## src/hdl/axi_pkg.sv

```systemverilog
package axi_pkg;

  localparam int ADDR_W = 32;
  localparam int DATA_W = 32;

  // response codes
  localparam logic [1:0] RESP_OKAY   = 2'd0;
  localparam logic [1:0] RESP_SLVERR = 2'd2;

  // every transfer is a single word beat
  localparam logic [2:0] SIZE_WORD  = 3'd2;
  localparam logic [1:0] BURST_INCR = 2'd1;

  // shared by ar and aw
  typedef struct packed {
    logic [ADDR_W-1:0] addr;
    logic [3:0]        id;
    logic [7:0]        len;
    logic [2:0]        size;
    logic [1:0]        burst;
  } addr_req_t;

  typedef struct packed {
    logic [DATA_W-1:0]   data;
    logic [DATA_W/8-1:0] strb;
    logic                last;
  } w_t;

  typedef struct packed {
    logic [DATA_W-1:0] data;
    logic [1:0]        resp;
    logic [3:0]        id;
    logic              last;
  } r_t;

  typedef struct packed {
    logic [1:0] resp;
    logic [3:0] id;
  } b_t;

endpackage

```

## src/hdl/soc_pkg.sv

```systemverilog
package soc_pkg;

  // core-local timer region
  localparam logic [axi_pkg::ADDR_W-1:0] CLINT_BASE = 32'h0200_0000;
  localparam logic [axi_pkg::ADDR_W-1:0] CLINT_SPAN = 32'h0001_0000;

  // mtime word offsets inside the region
  localparam logic [axi_pkg::ADDR_W-1:0] MTIME_LO_OFS = 32'h0000_0000;
  localparam logic [axi_pkg::ADDR_W-1:0] MTIME_HI_OFS = 32'h0000_0004;

  // arid values seen on the external bus
  localparam logic [3:0] FETCH_ID = 4'd0;
  localparam logic [3:0] LSU_ID   = 4'd1;

endpackage

```

## src/hdl/chan_slice.sv

```systemverilog
`timescale 1ns/1ps

module chan_slice #(
  parameter type payload_t = logic
) (
  input  logic     clock,
  input  logic     reset,
  input  logic     in_valid,
  output logic     in_ready,
  input  payload_t in_data,
  output logic     out_valid,
  input  logic     out_ready,
  output payload_t out_data
);

  logic     main_valid;
  logic     skid_valid;
  payload_t main_data;
  payload_t skid_data;
  logic     main_load;
  logic     in_fire;

  // input stalls only once the skid entry is taken too
  assign in_ready  = ~skid_valid;
  assign in_fire   = in_valid & in_ready;
  assign main_load = out_ready | ~main_valid;
  assign out_valid = main_valid;
  assign out_data  = main_data;

  always_ff @(posedge clock) begin
    if (reset) begin
      main_valid <= 1'b0;
      skid_valid <= 1'b0;
    end else if (main_load) begin
      main_valid <= skid_valid | in_valid;
      skid_valid <= 1'b0;
    end else if (in_fire) begin
      skid_valid <= 1'b1;
    end
  end

  always_ff @(posedge clock) begin
    // skid entry drains first to keep order
    if (main_load) begin
      main_data <= skid_valid ? skid_data : in_data;
    end
    if (~main_load & in_fire) begin
      skid_data <= in_data;
    end
  end

endmodule

```

## src/hdl/read_arbiter.sv

```systemverilog
`timescale 1ns/1ps

module read_arbiter (
  input  logic               clock,
  input  logic               reset,
  input  logic               fetch_ar_valid,
  output logic               fetch_ar_ready,
  input  axi_pkg::addr_req_t fetch_ar,
  output logic               fetch_r_valid,
  input  logic               fetch_r_ready,
  output axi_pkg::r_t        fetch_r,
  input  logic               lsu_ar_valid,
  output logic               lsu_ar_ready,
  input  axi_pkg::addr_req_t lsu_ar,
  output logic               lsu_r_valid,
  input  logic               lsu_r_ready,
  output axi_pkg::r_t        lsu_r,
  output logic               rd_ar_valid,
  input  logic               rd_ar_ready,
  output axi_pkg::addr_req_t rd_ar,
  input  logic               rd_r_valid,
  output logic               rd_r_ready,
  input  axi_pkg::r_t        rd_r
);

  typedef enum logic [1:0] {
    OWN_IDLE,
    OWN_FETCH,
    OWN_LSU
  } owner_t;

  owner_t owner;
  logic   ar_sent;
  logic   pick_lsu;
  logic   rd_ar_fire;
  logic   rd_r_fire;

  // load/store wins a tie and an owned slot sticks to its requester
  assign pick_lsu    = (owner == OWN_IDLE) ? lsu_ar_valid : (owner == OWN_LSU);
  assign rd_ar_valid = ~ar_sent & (pick_lsu ? lsu_ar_valid : fetch_ar_valid);
  assign rd_ar_fire  = rd_ar_valid & rd_ar_ready;
  assign rd_r_fire   = rd_r_valid & rd_r_ready;

  // requester ready only answers its own live request
  assign fetch_ar_ready = rd_ar_ready & ~ar_sent & ~pick_lsu & fetch_ar_valid;
  assign lsu_ar_ready   = rd_ar_ready & ~ar_sent & pick_lsu & lsu_ar_valid;

  always_comb begin
    rd_ar       = pick_lsu ? lsu_ar : fetch_ar;
    rd_ar.id    = pick_lsu ? soc_pkg::LSU_ID : soc_pkg::FETCH_ID;
    rd_ar.len   = 8'd0;
    rd_ar.size  = axi_pkg::SIZE_WORD;
    rd_ar.burst = axi_pkg::BURST_INCR;
  end

  // response goes to the owner only
  assign fetch_r_valid = rd_r_valid & (owner == OWN_FETCH);
  assign lsu_r_valid   = rd_r_valid & (owner == OWN_LSU);
  assign fetch_r       = rd_r;
  assign lsu_r         = rd_r;

  always_comb begin
    case (owner)
      OWN_FETCH: rd_r_ready = fetch_r_ready;
      OWN_LSU:   rd_r_ready = lsu_r_ready;
      default:   rd_r_ready = 1'b0;
    endcase
  end

  always_ff @(posedge clock) begin
    if (reset) begin
      owner   <= OWN_IDLE;
      ar_sent <= 1'b0;
    end else if (rd_r_fire) begin
      owner   <= OWN_IDLE;
      ar_sent <= 1'b0;
    end else begin
      if (owner == OWN_IDLE && rd_ar_valid) begin
        owner <= pick_lsu ? OWN_LSU : OWN_FETCH;
      end
      if (rd_ar_fire) begin
        ar_sent <= 1'b1;
      end
    end
  end

endmodule

```

## src/hdl/addr_router.sv

```systemverilog
`timescale 1ns/1ps

module addr_router (
  input  logic               clock,
  input  logic               reset,
  input  logic               rd_ar_valid,
  output logic               rd_ar_ready,
  input  axi_pkg::addr_req_t rd_ar,
  output logic               rd_r_valid,
  input  logic               rd_r_ready,
  output axi_pkg::r_t        rd_r,
  input  logic               lsu_aw_valid,
  output logic               lsu_aw_ready,
  input  axi_pkg::addr_req_t lsu_aw,
  input  logic               lsu_w_valid,
  output logic               lsu_w_ready,
  input  axi_pkg::w_t        lsu_w,
  output logic               lsu_b_valid,
  input  logic               lsu_b_ready,
  output axi_pkg::b_t        lsu_b,
  output logic               clint_ar_valid,
  input  logic               clint_ar_ready,
  output axi_pkg::addr_req_t clint_ar,
  input  logic               clint_r_valid,
  output logic               clint_r_ready,
  input  axi_pkg::r_t        clint_r,
  output logic               clint_aw_valid,
  input  logic               clint_aw_ready,
  output axi_pkg::addr_req_t clint_aw,
  output logic               clint_w_valid,
  input  logic               clint_w_ready,
  output axi_pkg::w_t        clint_w,
  input  logic               clint_b_valid,
  output logic               clint_b_ready,
  input  axi_pkg::b_t        clint_b,
  output logic               ext_ar_valid,
  input  logic               ext_ar_ready,
  output axi_pkg::addr_req_t ext_ar,
  input  logic               ext_r_valid,
  output logic               ext_r_ready,
  input  axi_pkg::r_t        ext_r,
  output logic               ext_aw_valid,
  input  logic               ext_aw_ready,
  output axi_pkg::addr_req_t ext_aw,
  output logic               ext_w_valid,
  input  logic               ext_w_ready,
  output axi_pkg::w_t        ext_w,
  input  logic               ext_b_valid,
  output logic               ext_b_ready,
  input  axi_pkg::b_t        ext_b
);

  logic rd_clint;
  logic rd_fire;
  logic rd_pend;
  logic rd_pend_clint;
  logic wr_clint;
  logic wr_req;
  logic wr_accept;
  logic wr_pend;
  logic wr_pend_clint;
  logic aw_done;
  logic w_done;
  logic aw_out_valid;
  logic w_out_valid;
  logic aw_take;
  logic w_take;

  function automatic logic in_clint(input logic [axi_pkg::ADDR_W-1:0] addr);
    return (addr >= soc_pkg::CLINT_BASE) &&
           ((addr - soc_pkg::CLINT_BASE) < soc_pkg::CLINT_SPAN);
  endfunction

  // read side, one request in flight
  assign rd_clint       = in_clint(rd_ar.addr);
  assign clint_ar_valid = rd_ar_valid & ~rd_pend & rd_clint;
  assign ext_ar_valid   = rd_ar_valid & ~rd_pend & ~rd_clint;
  assign rd_ar_ready    = ~rd_pend & (rd_clint ? clint_ar_ready : ext_ar_ready);
  assign clint_ar       = rd_ar;
  assign ext_ar         = rd_ar;
  assign rd_fire        = rd_ar_valid & rd_ar_ready;

  assign rd_r_valid    = rd_pend & (rd_pend_clint ? clint_r_valid : ext_r_valid);
  assign rd_r          = rd_pend_clint ? clint_r : ext_r;
  assign clint_r_ready = rd_pend & rd_pend_clint & rd_r_ready;
  assign ext_r_ready   = rd_pend & ~rd_pend_clint & rd_r_ready;

  // write side, aw and w held until both halves are taken downstream
  assign wr_clint       = in_clint(lsu_aw.addr);
  assign wr_req         = lsu_aw_valid & lsu_w_valid & ~wr_pend;
  assign aw_out_valid   = wr_req & ~aw_done;
  assign w_out_valid    = wr_req & ~w_done;
  assign clint_aw_valid = aw_out_valid & wr_clint;
  assign ext_aw_valid   = aw_out_valid & ~wr_clint;
  assign clint_w_valid  = w_out_valid & wr_clint;
  assign ext_w_valid    = w_out_valid & ~wr_clint;
  assign clint_aw       = lsu_aw;
  assign ext_aw         = lsu_aw;
  assign clint_w        = lsu_w;
  assign ext_w          = lsu_w;

  assign aw_take      = aw_out_valid & (wr_clint ? clint_aw_ready : ext_aw_ready);
  assign w_take       = w_out_valid & (wr_clint ? clint_w_ready : ext_w_ready);
  assign wr_accept    = wr_req & (aw_done | aw_take) & (w_done | w_take);
  assign lsu_aw_ready = wr_accept;
  assign lsu_w_ready  = wr_accept;

  assign lsu_b_valid   = wr_pend & (wr_pend_clint ? clint_b_valid : ext_b_valid);
  assign lsu_b         = wr_pend_clint ? clint_b : ext_b;
  assign clint_b_ready = wr_pend & wr_pend_clint & lsu_b_ready;
  assign ext_b_ready   = wr_pend & ~wr_pend_clint & lsu_b_ready;

  always_ff @(posedge clock) begin
    if (reset) begin
      rd_pend       <= 1'b0;
      rd_pend_clint <= 1'b0;
      wr_pend       <= 1'b0;
      wr_pend_clint <= 1'b0;
      aw_done       <= 1'b0;
      w_done        <= 1'b0;
    end else begin
      if (rd_fire) begin
        rd_pend       <= 1'b1;
        rd_pend_clint <= rd_clint;
      end else if (rd_r_valid & rd_r_ready) begin
        rd_pend <= 1'b0;
      end
      if (wr_accept) begin
        wr_pend       <= 1'b1;
        wr_pend_clint <= wr_clint;
        aw_done       <= 1'b0;
        w_done        <= 1'b0;
      end else begin
        if (aw_take) begin
          aw_done <= 1'b1;
        end
        if (w_take) begin
          w_done <= 1'b1;
        end
        if (lsu_b_valid & lsu_b_ready) begin
          wr_pend <= 1'b0;
        end
      end
    end
  end

endmodule

```

## src/hdl/clint_timer.sv

```systemverilog
`timescale 1ns/1ps

module clint_timer (
  input  logic               clock,
  input  logic               reset,
  input  logic               ar_valid,
  output logic               ar_ready,
  input  axi_pkg::addr_req_t ar,
  output logic               r_valid,
  input  logic               r_ready,
  output axi_pkg::r_t        r,
  input  logic               aw_valid,
  output logic               aw_ready,
  input  axi_pkg::addr_req_t aw,
  input  logic               w_valid,
  output logic               w_ready,
  input  axi_pkg::w_t        w,
  output logic               b_valid,
  input  logic               b_ready,
  output axi_pkg::b_t        b
);

  logic [63:0]                mtime;
  logic [axi_pkg::ADDR_W-1:0] ofs;
  logic [axi_pkg::DATA_W-1:0] rd_word;
  logic                       rd_fire;
  logic                       wr_fire;

  assign ofs = ar.addr - soc_pkg::CLINT_BASE;

  always_comb begin
    if (ofs == soc_pkg::MTIME_LO_OFS) begin
      rd_word = mtime[31:0];
    end else if (ofs == soc_pkg::MTIME_HI_OFS) begin
      rd_word = mtime[63:32];
    end else begin
      rd_word = '0;
    end
  end

  assign ar_ready = ~r_valid;
  assign rd_fire  = ar_valid & ar_ready;
  // aw and w are taken together, mtime is read-only
  assign aw_ready = ~b_valid & w_valid;
  assign w_ready  = ~b_valid & aw_valid & w.last;
  assign wr_fire  = aw_valid & w_valid & w.last & ~b_valid;

  always_ff @(posedge clock) begin
    if (reset) begin
      mtime   <= 64'd0;
      r_valid <= 1'b0;
      b_valid <= 1'b0;
    end else begin
      mtime <= mtime + 64'd1;
      if (rd_fire) begin
        r_valid <= 1'b1;
      end else if (r_ready) begin
        r_valid <= 1'b0;
      end
      if (wr_fire) begin
        b_valid <= 1'b1;
      end else if (b_ready) begin
        b_valid <= 1'b0;
      end
    end
  end

  always_ff @(posedge clock) begin
    if (rd_fire) begin
      r.data <= rd_word;
      r.resp <= axi_pkg::RESP_OKAY;
      r.id   <= ar.id;
      r.last <= 1'b1;
    end
    if (wr_fire) begin
      b.resp <= axi_pkg::RESP_SLVERR;
      b.id   <= aw.id;
    end
  end

endmodule

```

## src/hdl/mem_fabric_top.sv

```systemverilog
`timescale 1ns/1ps

module mem_fabric_top (
  input  logic               clock,
  input  logic               reset,
  input  logic               fetch_ar_valid,
  output logic               fetch_ar_ready,
  input  axi_pkg::addr_req_t fetch_ar,
  output logic               fetch_r_valid,
  input  logic               fetch_r_ready,
  output axi_pkg::r_t        fetch_r,
  input  logic               lsu_ar_valid,
  output logic               lsu_ar_ready,
  input  axi_pkg::addr_req_t lsu_ar,
  output logic               lsu_r_valid,
  input  logic               lsu_r_ready,
  output axi_pkg::r_t        lsu_r,
  input  logic               lsu_aw_valid,
  output logic               lsu_aw_ready,
  input  axi_pkg::addr_req_t lsu_aw,
  input  logic               lsu_w_valid,
  output logic               lsu_w_ready,
  input  axi_pkg::w_t        lsu_w,
  output logic               lsu_b_valid,
  input  logic               lsu_b_ready,
  output axi_pkg::b_t        lsu_b,
  output logic               ext_ar_valid,
  input  logic               ext_ar_ready,
  output axi_pkg::addr_req_t ext_ar,
  input  logic               ext_r_valid,
  output logic               ext_r_ready,
  input  axi_pkg::r_t        ext_r,
  output logic               ext_aw_valid,
  input  logic               ext_aw_ready,
  output axi_pkg::addr_req_t ext_aw,
  output logic               ext_w_valid,
  input  logic               ext_w_ready,
  output axi_pkg::w_t        ext_w,
  input  logic               ext_b_valid,
  output logic               ext_b_ready,
  input  axi_pkg::b_t        ext_b
);

  // merged read between arbiter and router
  logic               rd_ar_valid, rd_ar_ready;
  axi_pkg::addr_req_t rd_ar;
  logic               rd_r_valid, rd_r_ready;
  axi_pkg::r_t        rd_r;

  logic               clint_ar_valid, clint_ar_ready;
  axi_pkg::addr_req_t clint_ar;
  logic               clint_r_valid, clint_r_ready;
  axi_pkg::r_t        clint_r;
  logic               clint_aw_valid, clint_aw_ready;
  axi_pkg::addr_req_t clint_aw;
  logic               clint_w_valid, clint_w_ready;
  axi_pkg::w_t        clint_w;
  logic               clint_b_valid, clint_b_ready;
  axi_pkg::b_t        clint_b;

  // router side of the external request slices
  logic               rt_ar_valid, rt_ar_ready;
  axi_pkg::addr_req_t rt_ar;
  logic               rt_aw_valid, rt_aw_ready;
  axi_pkg::addr_req_t rt_aw;
  logic               rt_w_valid, rt_w_ready;
  axi_pkg::w_t        rt_w;

  read_arbiter u_arb (.*);

  addr_router u_router (
    .ext_ar_valid(rt_ar_valid), .ext_ar_ready(rt_ar_ready), .ext_ar(rt_ar),
    .ext_aw_valid(rt_aw_valid), .ext_aw_ready(rt_aw_ready), .ext_aw(rt_aw),
    .ext_w_valid (rt_w_valid),  .ext_w_ready (rt_w_ready),  .ext_w (rt_w),
    .*
  );

  clint_timer u_clint (
    .clock   (clock),
    .reset   (reset),
    .ar_valid(clint_ar_valid), .ar_ready(clint_ar_ready), .ar(clint_ar),
    .r_valid (clint_r_valid),  .r_ready (clint_r_ready),  .r (clint_r),
    .aw_valid(clint_aw_valid), .aw_ready(clint_aw_ready), .aw(clint_aw),
    .w_valid (clint_w_valid),  .w_ready (clint_w_ready),  .w (clint_w),
    .b_valid (clint_b_valid),  .b_ready (clint_b_ready),  .b (clint_b)
  );

  chan_slice #(.payload_t(axi_pkg::addr_req_t)) u_ar_slice (
    .clock    (clock),
    .reset    (reset),
    .in_valid (rt_ar_valid),  .in_ready (rt_ar_ready),  .in_data (rt_ar),
    .out_valid(ext_ar_valid), .out_ready(ext_ar_ready), .out_data(ext_ar)
  );

  chan_slice #(.payload_t(axi_pkg::addr_req_t)) u_aw_slice (
    .clock    (clock),
    .reset    (reset),
    .in_valid (rt_aw_valid),  .in_ready (rt_aw_ready),  .in_data (rt_aw),
    .out_valid(ext_aw_valid), .out_ready(ext_aw_ready), .out_data(ext_aw)
  );

  chan_slice #(.payload_t(axi_pkg::w_t)) u_w_slice (
    .clock    (clock),
    .reset    (reset),
    .in_valid (rt_w_valid),  .in_ready (rt_w_ready),  .in_data (rt_w),
    .out_valid(ext_w_valid), .out_ready(ext_w_ready), .out_data(ext_w)
  );

endmodule

```

## config.mk

```make
export PLATFORM = sky130hd
export DESIGN_NAME = mem_fabric_top
export DESIGN_NICKNAME = d
export VERILOG_FILES = /design/src/hdl/axi_pkg.sv /design/src/hdl/soc_pkg.sv /design/src/hdl/chan_slice.sv /design/src/hdl/read_arbiter.sv /design/src/hdl/addr_router.sv /design/src/hdl/clint_timer.sv /design/src/hdl/mem_fabric_top.sv
export SDC_FILE = /design/constraint.sdc
export NUM_CORES = 1
export LEC_CHECK = 0
export BUFFER_PORTS_ARGS = -buffer_cell sky130_fd_sc_hd__buf_4
export CAP_MARGIN = 30
export CORE_ASPECT_RATIO = 1.1
export CORE_MARGIN = 3
export CORE_UTILIZATION = 43
export CTS_BUF_LIST = sky130_fd_sc_hd__clkbuf_8
export DETAILED_ROUTE_END_ITERATION = 10
export PLACE_DENSITY = 0.66
export SLEW_MARGIN = 30
export SYNTH_ARGS = -nofsm -noshare
export SYNTH_HDL_FRONTEND = slang
export SYNTH_HIERARCHICAL = 1
export SYNTH_SLANG_ARGS = --single-unit
export TNS_END_PERCENT = 20
```

## constraint.sdc

```tcl
create_clock -name clock -period 11.55 [get_ports clock]
set_input_delay 3.465 -clock clock [delete_from_list [all_inputs] [get_ports clock]]
set_output_delay 3.465 -clock clock [all_outputs]
set_load 0.02 [all_outputs]
```

Word-level counts from Yosys, hierarchy flattened
Index checks and enable logic that the tools add are counted.

cells by class
  add/sub/neg operators = 3
  $lt $le $gt $ge = 4
  equal/unequal tests = 3
  multiplexer cells = 26
  reduce and logical (&&, ||, !) cells = 14
  bitwise gates (word level) = 79

operator list
  cell                    count
  $mux 49                 3
  $add 64x1->64 const B   1
  $ge 32x26->1 const B    2
  $lt 32x17->1 const B    2
  $mux 32                 2
  $sub 32x26->32 const B  2
  $and 1x1->1             50
  $mux 39                 1
  $mux 37                 1
  $eq 32x3->1 const B     1
  $logic_not 32->1        1
  $not 1->1               21
  $mux 1                  16
  $reduce_or 2->1         5
  $or 1x1->1              8
  $reduce_bool 2->1       4
  $mux 6                  1
  $logic_and 1x1->1       3
  $eq 2x1->1 const B      1
  $eq 2x2->1 const B      1
  $logic_not 2->1         1
  $mux 2                  1
  $pmux 1 s2              1

word-level totals
  logic and storage cells = 169
  flip-flop bits (word level) = 365

Longest topological paths before layout
  word-level depth = 11
  gate-level depth with buffers = 16

Modules after synthesis
The synthesis kept the hierarchy.

by module, submodules not included
  module                        times used  cells each  area each (um^2)  seq. area each (um^2)
  chan_slice at u_ar_slice ...  2           161         3848.7            2982.9
  clint_timer                   1           501         4931.0            2522.4
  addr_router                   1           400         3186.8            120.1
  chan_slice at u_w_slice       1           123         2755.1            2262.2
  read_arbiter                  1           167         1418.9            60.1

Worst setup path before layout
Ideal clock, no wire load.

  path type = input to output
  start point = in lsu_ar_valid
  end point = out lsu_ar_ready
  path slack = 2.096 ns
  data arrival time = 5.989 ns
  data required time = 8.085 ns
  path buffers = 1
  cell stages on the path = 9
  cells stage by stage = a21boi_4 -> buf_6 -> mux2_2 -> or4_4 -> nor4_4 -> nand4_2 -> mux2i_1 -> nor2_1 -> nor4bb_1

RTL lines
  element          RTL line              text
  start, declared  mem_fabric_top.sv:12  input logic lsu_ar_valid,
  end, declared    mem_fabric_top.sv:13  output logic lsu_ar_ready,

==> flow_metrics.tcl <==
set metrics [dict create \
    grt_usage_pct 17.01 \
    io_buffers 439 \
    overflow 0 \
    cp.arrival_ns 6.55 \
    synth_area_mm2 0.01928 \
    numCtsBuffers 66 \
    initial_core_util_pct 43.98 \
    finalCritPeriodShare_pct 86.75 \
    final_cell_mix "449 x buf_4, 310 x edfxtp_1, 100 x nor2_1, 98 x mux2_4, 78 x dfxtp_1" \
    final_net_count 1882 \
    cts_tree "yes" \
    cts_sinks 391 \
    fin_ws_ns 1.531 \
    setup_viol 0 \
    io_pins 474 \
    drt_iter0_drc 565 \
    cellInternalPower_mw 2.442 \
    avgRoutedWirePerCell_um 18.30 \
    report.final.slew_viol_count 0 \
    powerDensity_mw_per_mm2 146.7 \
    combPwrFrac_pct 14.3 \
    post-route-util_pct 50.85 \
    cap_violations 0 \
    core_area_mm2 0.04384 \
    clkPwrFrac_pct 35.9 \
    post_cts_buffers 0 \
    finalPower_mw 3.270 \
    worst_pin_slew_ns 0.8829 \
    ant_nets 0 \
    die_area_mm2 0.04743 \
    cts_max_level 3 \
    hpwl_um 29180 \
    status "finished, final reports clean" \
    die_h_um 228.1 \
    finalNonFillerCells 2261 \
    root_buffer "clkbuf_8" \
    clock_skew_ns 0.03310 \
    antenna_found_initial 2 \
    fin_tns_setup_ns 0 \
    dp.cells 2135 \
    final_common_cell "buf_4" \
    hold_viol 0 \
    ir_drop_mv 0.1203 \
    clk_pin_slew_ns 0.06 \
    power_leakage_nw 8.678 \
    timing.slew.headroom_pct 41.14 \
    hold_buffers 0 \
    via_per_inst 4.888 \
    drive_gt1_share_pct 44.21 \
    rsz0062_at_grt "false" \
    die_x_um 207.9 \
    drt-total-wl_um 41380 \
    worstSetupPathType "input pin to output port" \
    first_pass_iters 5 \
    fmax_mhz 99.81 \
    yosys_warnings 6 \
    num_rows 80 \
    pre_cts_slack_ns 1.510 \
    cts_resized 0 \
    netlist_instances 1419 \
    end_kind "output port" \
    vias 11050 \
    grt_pass1_wl_um 64110 \
    min_path_type "flip-flop to flip-flop" \
    sw_frac_of_total_pct 25.32 \
    crit_path_max_fanout 19 \
    drcViolationCount 0 \
    power_switching_mw 0.8280 \
    clockBufferDepth 3 \
    grt_max_degree 84 \
    startpoint_type "input pin" \
    gp_congestion 0.7987 \
    postSynthAreaPerCell_um2 13.59 \
    clkLatencyLatePin_ns 0.62 \
    timing.final.crit_period_ns 10.02 \
    worstPathRequired_ns 8.09 \
    pwr-share-seq_pct 49.7 \
    grt_pass1_vias 11310 \
    syn_to_final_growth_pct 15.60 \
]
-- worst paths after layout --
kind / startpoint / end / slack, ns / depth (start not counted)
max reg2reg: u_arb/owner[0]$_SDFFE_PP0P_ / u_clint/r[12]$_DFFE_PP_ / 7.36 / 11
max: lsu_ar_valid / lsu_ar_ready / 1.53 / 10
min reg2reg: u_clint/mtime[60]$_SDFF_PP0_ / u_clint/mtime[60]$_SDFF_PP0_ / 0.50 / 2
min: u_clint/mtime[60]$_SDFF_PP0_ / u_clint/mtime[60]$_SDFF_PP0_ / 0.50 / 2
-- routing by layer --
layer | global-route usage (%) | vias to the layer above | part of all wire [%]
met1 | 20.85 | 5396 | 41
met4 | 6.744 | 0 | 2.6
met3 | 4.383 | 63 | 6.2
met5 | 0 | - | 0
li1 | - | 5275 | -
met2 | 28.77 | 318 | 50
-- power by group through the flow --
| stage | logic (mW) | registers, mW | clock network [mW] |
|---|---|---|---|
| 6_report | 0.469 | 1.63 | 1.18 |
| 2_1_floorplan | 0.302 | 1.72 | 0 |
| 3_3_place_gp | 0.464 | 1.66 | 0 |
| 5_1_grt | 0.499 | 1.63 | 1.29 |
| 4_1_cts | 0.473 | 1.63 | 1.22 |
| 3_5_place_dp | 0.471 | 1.66 | 0 |
-- metrics by stage --
step | instance area, um2 | hold WS (ns)
5_1_grt | 22290 | 0.5257
3_5_place_dp | 20990 | 0.4867
2_1_floorplan | 19350 | 0.4405
4_1_cts | 22230 | 0.5029
3_3_place_gp | 20960 | 0.4675
6_report | 22290 | 0.5030
-- final cells by class --
| type | count | area (um2) |
|---|---|---|
| timing repair buffer | 452 | 3446 |
| tap | 574 | 718.2 |
| clock buffer | 67 | 922.1 |
| antenna | 4 | 10.01 |
| fill | 3817 | 21550 |
| sequential | 391 | 10940 |
| clock inverter | 53 | 320.3 |
| inverter | 24 | 90.09 |
| multi-input combinational | 696 | 5847 |
-- state kept, by name (all words and copies together) (netlist names), 2 cells and up --
| register | flops |
|---|---|
| u_ar_slice/out_data | 49 |
| u_ar_slice/skid_data | 49 |
| u_arb/owner | 2 |
| u_aw_slice/out_data | 49 |
| u_aw_slice/skid_data | 49 |
| u_clint/b | 4 |
| u_clint/mtime | 64 |
| u_clint/r | 36 |
| u_w_slice/out_data | 37 |
| u_w_slice/skid_data | 37 |
-- worst max-delay path, cell delays in order --
cell,delay [ns]
buf_4,0.14
a21boi_4,0.48
buf_4,0.38
mux2_2,0.43
nor4b_1,0.38
nand4_2,0.22
mux2i_1,0.19
nor2_1,0.18
nor4bb_1,0.45
buf_4,0.22
(Power assumes the default switching activity.)
